===== src/bridge_pkg.sv =====
// AHB to APB bridge shared widths, bus types, transfer codes and slave address map
package bridge_pkg;

  // ------------------------------
  // Slave address map
  // ------------------------------

  localparam int NUM_SLAVES = 4;

  // Plain vector types
  typedef logic [31:0] addr_t;
  typedef logic [31:0] data_t;
  typedef logic [NUM_SLAVES-1:0] sel_t;

  // Read data of all slaves, slave 0 in the low word
  typedef data_t [NUM_SLAVES-1:0] prdata_bus_t;

  // Each slave owns one 4 KB window
  localparam addr_t SLAVE_SPAN = 32'h1000;

  // Window start of each slave, 0x4000 and above is unmapped
  localparam addr_t SLAVE_BASE [NUM_SLAVES] = '{
    32'(0 * SLAVE_SPAN),
    32'(1 * SLAVE_SPAN),
    32'(2 * SLAVE_SPAN),
    32'(3 * SLAVE_SPAN)
  };

  // ------------------------------
  // Protocol encodings
  // ------------------------------

  // AHB htrans codes
  typedef enum logic [1:0] {
    HTRANS_IDLE   = 2'b00,
    HTRANS_BUSY   = 2'b01,
    HTRANS_NONSEQ = 2'b10,
    HTRANS_SEQ    = 2'b11
  } htrans_t;

  // APB sequencing states
  typedef enum logic [1:0] {
    APB_IDLE   = 2'b00,
    APB_SETUP  = 2'b01,
    APB_ACCESS = 2'b10
  } apb_state_t;

  // Captured AHB transfer
  typedef struct packed {
    addr_t addr;
    logic  write;
    sel_t  sel;
  } ahb_req_t;

  // Outgoing APB control
  typedef struct packed {
    sel_t  psel;
    logic  penable;
    logic  pwrite;
    addr_t paddr;
  } apb_bus_t;

endpackage

===== src/ahb_apb_bridge.sv =====
// AHB to APB bridge top that ties the decode, sequencing and response stages to the buses
`timescale 1ns/1ns

module ahb_apb_bridge
  import bridge_pkg::*;
(
  input  logic        hclk17,
  input  logic        hreset_n17,
  // AHB slave side
  input  logic        hsel,
  input  addr_t       haddr,
  input  htrans_t     htrans,
  input  logic        hwrite,
  input  data_t       hwdata,
  output logic        hready,
  output data_t       hrdata,
  // APB master side
  output sel_t        psel,
  output logic        penable,
  output logic        pwrite,
  output addr_t       paddr,
  output data_t       pwdata,
  input  sel_t        pready,
  input  prdata_bus_t prdata
);

  ahb_req_t req;
  apb_bus_t apb;
  logic     pending;
  logic     done;

  ahb_decode u_decode (
    .hclk17     (hclk17),
    .hreset_n17 (hreset_n17),
    .hsel       (hsel),
    .haddr      (haddr),
    .htrans     (htrans),
    .hwrite     (hwrite),
    .done       (done),
    .hready     (hready),
    .pending    (pending),
    .req        (req)
  );

  apb_sequencer u_sequencer (
    .hclk17     (hclk17),
    .hreset_n17 (hreset_n17),
    .pending    (pending),
    .req        (req),
    .done       (done),
    .apb        (apb)
  );

  apb_response u_response (
    .hclk17     (hclk17),
    .hreset_n17 (hreset_n17),
    .apb        (apb),
    .pready     (pready),
    .prdata     (prdata),
    .done       (done),
    .hrdata     (hrdata)
  );

  // ------------------------------
  // APB port unpacking
  // ------------------------------

  assign psel    = apb.psel;
  assign penable = apb.penable;
  assign pwrite  = apb.pwrite;
  assign paddr   = apb.paddr;

  // Master holds hwdata while hready is low
  assign pwdata = hwdata;

endmodule


===== src/apb_response.sv =====
// APB response mux that picks the active slave, flags completion and returns read data
`timescale 1ns/1ns

module apb_response
  import bridge_pkg::*;
(
  input  logic        hclk17,
  input  logic        hreset_n17,
  input  apb_bus_t    apb,
  input  sel_t        pready,
  input  prdata_bus_t prdata,
  output logic        done,
  output data_t       hrdata
);

  logic  no_slave;
  logic  pready_mux;
  data_t prdata_mux;

  // ------------------------------
  // Slave response select
  // ------------------------------

  // Unmapped address, nobody to wait for
  assign no_slave   = ~|apb.psel;
  assign pready_mux = no_slave || |(apb.psel & pready);

  // AND-OR mux, gives zero when no slave is selected
  always_comb begin
    prdata_mux = '0;
    for (int i = 0; i < NUM_SLAVES; i++) begin
      prdata_mux = prdata_mux | (prdata[i] & {$bits(data_t){apb.psel[i]}});
    end
  end

  // penable is only high in the access phase
  assign done = apb.penable && pready_mux;

  // Read data register, keeps the last read across writes
  always_ff @(posedge hclk17 or negedge hreset_n17) begin
    if (!hreset_n17) begin
      hrdata <= '0;
    end else if (done && !apb.pwrite) begin
      hrdata <= prdata_mux;
    end
  end

endmodule


===== src/apb_sequencer.sv =====
// APB master state machine that runs the setup and access phases of one transfer
`timescale 1ns/1ns

module apb_sequencer
  import bridge_pkg::*;
(
  input  logic     hclk17,
  input  logic     hreset_n17,
  input  logic     pending,
  input  ahb_req_t req,
  input  logic     done,
  output apb_bus_t apb
);

  apb_state_t state;
  apb_state_t state_nxt;

  // ------------------------------
  // Next state
  // ------------------------------

  always_comb begin
    state_nxt = state;
    unique case (state)
      APB_IDLE: begin
        if (pending) begin
          state_nxt = APB_SETUP;
        end
      end
      APB_SETUP: begin
        state_nxt = APB_ACCESS;
      end
      APB_ACCESS: begin
        // Stretched here while the slave holds pready low
        if (done) begin
          state_nxt = APB_IDLE;
        end
      end
      default: begin
        state_nxt = APB_IDLE;
      end
    endcase
  end

  always_ff @(posedge hclk17 or negedge hreset_n17) begin
    if (!hreset_n17) begin
      state <= APB_IDLE;
    end else begin
      state <= state_nxt;
    end
  end

  // ------------------------------
  // APB outputs
  // ------------------------------

  always_ff @(posedge hclk17 or negedge hreset_n17) begin
    if (!hreset_n17) begin
      apb <= '0;
    end else begin
      unique case (state)
        APB_IDLE: begin
          // Setup phase, select and address go out with penable low
          if (pending) begin
            apb.psel    <= req.sel;
            apb.paddr   <= req.addr;
            apb.pwrite  <= req.write;
            apb.penable <= 1'b0;
          end
        end
        APB_SETUP: begin
          apb.penable <= 1'b1;
        end
        APB_ACCESS: begin
          if (done) begin
            apb.psel    <= '0;
            apb.penable <= 1'b0;
          end
        end
        default: begin
          apb.psel    <= '0;
          apb.penable <= 1'b0;
        end
      endcase
    end
  end

  // ------------------------------
  // Protocol checks
  // ------------------------------

  a_psel_onehot: assert property (
    @(posedge hclk17) disable iff (!hreset_n17)
    $onehot0(apb.psel)
  );

  // Slave sees the held request for the whole access phase
  a_access_stable: assert property (
    @(posedge hclk17) disable iff (!hreset_n17)
    (state == APB_ACCESS) |->
      ((apb.paddr == req.addr) && (apb.psel == req.sel) && (apb.pwrite == req.write))
  );

endmodule


===== src/ahb_decode.sv =====
// AHB slave front end that accepts transfers, holds the data phase and decodes the slave select
`timescale 1ns/1ns

module ahb_decode
  import bridge_pkg::*;
(
  input  logic     hclk17,
  input  logic     hreset_n17,
  input  logic     hsel,
  input  addr_t    haddr,
  input  htrans_t  htrans,
  input  logic     hwrite,
  input  logic     done,
  output logic     hready,
  output logic     pending,
  output ahb_req_t req
);

  logic active_trans;
  logic accept;
  sel_t sel_dec;

  // ------------------------------
  // Transfer acceptance
  // ------------------------------

  // Only NONSEQ and SEQ start work, IDLE and BUSY are ignored
  assign active_trans = (htrans == HTRANS_NONSEQ) || (htrans == HTRANS_SEQ);
  assign accept       = hready && hsel && active_trans;

  // Bus is stalled for the whole APB transfer
  assign hready = ~pending;

  // ------------------------------
  // Window decode
  // ------------------------------

  // No bit set when haddr misses every window
  always_comb begin
    sel_dec = '0;
    for (int i = 0; i < NUM_SLAVES; i++) begin
      if ((haddr >= SLAVE_BASE[i]) && (haddr < (SLAVE_BASE[i] + SLAVE_SPAN))) begin
        sel_dec[i] = 1'b1;
      end
    end
  end

  // Data phase flag, held until the APB side reports completion
  always_ff @(posedge hclk17 or negedge hreset_n17) begin
    if (!hreset_n17) begin
      pending <= 1'b0;
    end else if (accept) begin
      pending <= 1'b1;
    end else if (done) begin
      pending <= 1'b0;
    end
  end

  // Address phase capture
  always_ff @(posedge hclk17) begin
    if (accept) begin
      req.addr  <= haddr;
      req.write <= hwrite;
      req.sel   <= sel_dec;
    end
  end

  // Completion only ever arrives for a transfer in flight
  a_done_pending: assert property (
    @(posedge hclk17) disable iff (!hreset_n17)
    done |-> pending
  );

endmodule


===== config.mk =====
export PLATFORM = sky130hd
export DESIGN_NAME = ahb_apb_bridge
export DESIGN_NICKNAME = d
export VERILOG_FILES = /design/src/bridge_pkg.sv /design/src/ahb_apb_bridge.sv /design/src/apb_response.sv /design/src/apb_sequencer.sv /design/src/ahb_decode.sv
export SDC_FILE = /design/constraint.sdc
export NUM_CORES = 1
export LEC_CHECK = 0
export BUFFER_PORTS_ARGS = -buffer_cell sky130_fd_sc_hd__buf_2
export CORE_AREA = 4 4 116 118
export CTS_CLUSTER_SIZE = 10
export DETAILED_ROUTE_END_ITERATION = 7
export DIE_AREA = 0 0 120 122
export PLACE_DENSITY = 0.75
export SETUP_SLACK_MARGIN = 0.2
export SYNTH_ARGS = -nofsm -noshare
export SYNTH_HDL_FRONTEND = slang
export SYNTH_SLANG_ARGS = --single-unit

===== constraint.sdc =====
create_clock -name hclk17 -period 2.9 [get_ports hclk17]
set_input_delay 0.145 -clock hclk17 [delete_from_list [all_inputs] [get_ports hclk17]]
set_output_delay 0.145 -clock hclk17 [all_outputs]
set_load 0.02 [all_outputs]

==> run summary <==
The number of vias after detailed routing came out at 3909. The flow ran to the end, and the final reports show no timing, DRC or antenna violations. The area growth from synthesis to layout is 35.3%. After Yosys synthesis, and, or, nand and nor cells account for 4.62% of the synthesized area. The largest net degree at the start of global routing is 73. Measured against its own limit, the worst slew margin works out to 37.2%. Walking the worst path, the cells encountered are buf_4 > a22oi_1 > a311oi_4 > buf_12 > mux2_2. TritonCTS built the clock tree. The worst setup path is captured at a flop. The initial utilization of the core area, before any placement, comes to ~40%. Following the worst setup path forward leads to its endpoint at u_response.hrdata[1]. The multi-input combinational cell area is 1670 sq um. The fraction of the mapped netlist area in adder cells came out at 0%. Setup repair after global routing left no endpoint under its margin. In this run the worst path has a maximum fanout of 35. In the routed layout, each cell is associated on average with a via count of 5.07. At the later pin of the worst-skew pair, clock insertion delay measures 0.35 ns. The worst supply voltage drop on vdd is between 0.6 and 0.7 mV.

The final hold violation count came out at 0. The tightest min-delay check is of the in -> reg type. After synthesis, the netlist uses 22 different library cells. After clock tree synthesis, the repair step resized 0 gates. The site row count is 41. The floorplan step defined a die boundary enclosing between 10000 and 15000 sq um.

By area, the combinational part of the netlist is dominated by multiplexers. The first detailed-routing pass ran for 4 iterations. The maximum single-stage delay on the critical path is between 0.3 and 0.4 ns. The setup-violating endpoint count in the final report is 0.

Summing the sequential cell areas from Yosys gives between 50 and 60% of the chip area. The post-CTS setup buffer count came out at 0. The register-to-register path setup slack is 0.76 ns. The clock tree buffer depth is 2. The sequential cell area in the final layout is 2910 sq um.

The number of instances in the synthesized netlist came out at 360. The data arrival at the endpoint of the critical path is 2.37 ns. The mapped netlist covers 4960 sq um. The count of final max-slew check failures came out at 0. Of the cells placed in the final design, the portion with a size suffix greater than 1 is 55.2%.

In this run the critical register-to-register path is launched from u_sequencer.apb[36]. The number of nets in the synthesized netlist is 562. The clock tree root buffer cell is clkbuf_16. The end-of-flow core utilization came out at 53.8%. The total instance count after detailed placement came out at 722.

The power density over cell area came out at roughly 1000 nW/um^2. Once layout is complete, the cells apart from fillers number slightly below 800. At the pin with the least slew margin, the transition time is between 0.9 and 1 ns. The global-route wire length before repair is 21900 um.

In this run the worst setup path begins at u_sequencer.apb[36]. For this run, design rule violations remaining after detail routing come to 0. The worst setup path is launched from a flop. The analysis attributes to cell leakage a power of 0.00319 uW. The top-level I/O count came out at 305. Prior to clock tree synthesis, the placed netlist has a worst setup slack of 0.780 ns. The CTS buffer count came out at 9. The average detailed-routed wire length per instance is 19.2 um. The post-route total power is a little under 7000 uW. The critical path contains buffers and inverters numbering 2 combined. Counting flops and latches in the post-synthesis netlist gives 109.

The total routing usage reported by global routing came out at between 10% and 20%. After routing, the total negative slack on setup checks comes to 0 ns. The final-stage net count is 795. The number of global-route vias before repair is 4033. The maximum frequency from static timing analysis is 468 MHz. The total number of yosys warnings came out at 0.

From left edge to right edge, the die measures 120 um. The core area is 12500 sq um. Routability-driven placement finished with a final weighted congestion of 0.918. The number of cells on the critical path came out at 5. The initial DRC count came out at 330.

The wire length reported by the detailed router came out at roughly 15000 um. The worst setup skew after layout is 0.00768 ns. The number of cells on the worst reg-to-reg path is 5. Once routing completed, OpenROAD measured the worst setup slack at 0.765 ns. The critical path in this run is classified as reg -> reg. The synthesized area divided by synthesized cell count is between 10 and 15 sq um. In this run the tool buffered the top-level ports with 239 buffer cells. The height of the die is 122 um. The remaining antenna violation count after routing is 0.

The kind of cell adding the most delay to the critical path is buffers and inverters. The worst hold path begins at haddr[13]. The HPWL after detailed placement is roughly 11000 um. The initial antenna violation count came to 1. In this run the critical register-to-register path is captured at u_response.hrdata[1]. The clock period could shrink to 2.14 ns.

The tree built by TritonCTS fans out to 109 sinks. The aggregate global routing overflow came out at 0. The max-cap violation count came out at 0. The required time of the critical path came out at 3.14 ns. The number of hold-repair buffers added at the cts stage came out at 32. Clock-pin slew was measured on the worst setup and hold paths at 0.08 ns.

The number of inserted filler cells in the final layout came out at 1074. The total number of H-tree levels came out at 3. Of the post-synthesis cell area, the part taken by muxes is 18.1%. The post-route fraction of the period consumed by the critical path is 73.6%. On the critical path, the stage with the largest delay is an instance of buf_4. The post-synthesis share of cell area spent on xor and xnor gates is 0%.

The compound-gate portion of the synthesized area came out at 10.9%.
layout make-up:
class / instances / share of cell area (%)
Inverter: 5 / 0.280
Clock buffer: 9 / 3.36
Clock inverter: 7 / 1.04
Multi-Input combinational cell: 191 / 24.9
Antenna cell: 1 / 0.0373
Tap cell: 172 / 3.21
Timing Repair Buffer: 277 / 23.7
Sequential cell: 109 / 43.4
power breakdown:
| group | total [uW] | switching, uW | internal [uW] |
|---|---|---|---|
| registers | 2430 | 289 | 2140 |
| logic | 3110 | 1700 | 1420 |
| clock network | 1210 | 603 | 608 |
| total | 6760 | 2590 | 4170 |
how the worst min path moves through the flow:
stage | endpoint | slack [ns] | cells after the start
CTS | u_decode.req[18] | 0.009 | 1
detailed placement | pwdata[18] | 0.29 | 0
global placement | pwdata[18] | 0.29 | 0
floorplan | u_decode.pending | -0.15 | 0
global route | u_decode.req[17] | 0.01 | 1
finish | u_decode.req[18] | 0.02 | 1
metrics by stage:
stage	hold slack, ns	instance area (sq um)
2_1_floorplan	-0.151	4960
3_3_place_gp	0.290	6090
3_5_place_dp	0.290	6090
4_1_cts	0.00910	6700
5_1_grt	0.0134	6710
6_report	0.0215	6710
flip-flops by register name (all words and copies together) (netlist names):
signal / flops
u_sequencer.apb: 38
u_response.hrdata: 32
u_decode.pending: 1
u_sequencer.state: 1
u_decode.req: 37
metal layers:
metal	GRT usage, %	wire, um	up-vias
li1	-	-	1780
met1	23.0	5680	1882
met2	32.2	7270	227
met3	7.71	1540	20
met4	7.37	290	0
met5	0	0	-
kinds of logic (layout without fill, tap and decap cells):
group	Yosys count	after routing
buffers and inverters	60	298
muxes	70	70
DFF	109	109
AOI/OAI and AO/OA	70	70
and+or+nand+nor	51	51
other	0	1
cells in the final DEF (no fill, tap or decap):
master / netlist / routed
clkinv_2: 0 / 1
dlygate4sd3_1: 0 / 32
nand2_1: 33 / 33
or4_4: 1 / 1
a22oi_1: 66 / 66
inv_6: 0 / 1
mux2_2: 35 / 35
a311oi_4: 1 / 1
and3_2: 0 / 1
o21bai_1: 1 / 1
clkinv_4: 0 / 2
mux2i_1: 5 / 5
nor3b_2: 0 / 1
clkinv_8: 0 / 1
a31oi_1: 2 / 2
buf_4: 32 / 5
inv_1: 5 / 5
nor4_1: 8 / 8
nor2_1: 5 / 5
nand4_1: 1 / 1
edfxtp_1: 37 / 37
buf_2: 2 / 238
clkbuf_16: 0 / 9
mux2_4: 30 / 30
diode_2: 0 / 1
inv_8: 0 / 2
nand3_1: 1 / 1
dfrtp_1: 72 / 72
buf_12: 0 / 2
synthesized netlist by cell type:
cell | count | area share (%)
dfrtp_1 | 72 | 36
a22oi_1 | 66 | 10
edfxtp_1 | 37 | 22
mux2_2 | 35 | 8.0
nand2_1 | 33 | 2.5
buf_4 | 32 | 4.8
mux2_4 | 30 | 9.1
clkbuf_1 | 17 | 1.3
nor4_1 | 8 | 1.0
inv_1 | 5 | 0.38
mux2i_1 | 5 | 1.0
nor2_1 | 5 | 0.38
buf_6 | 4 | 0.91
a31oi_1 | 2 | 0.25
buf_2 | 2 | 0.20
a311oi_4 | 1 | 0.53
and3_1 | 1 | 0.13
nand3_1 | 1 | 0.10
nand4_1 | 1 | 0.13
nor3b_1 | 1 | 0.15
o21bai_1 | 1 | 0.15
or4_4 | 1 | 0.23
Note: power is estimated with default switching activity, not from simulation.
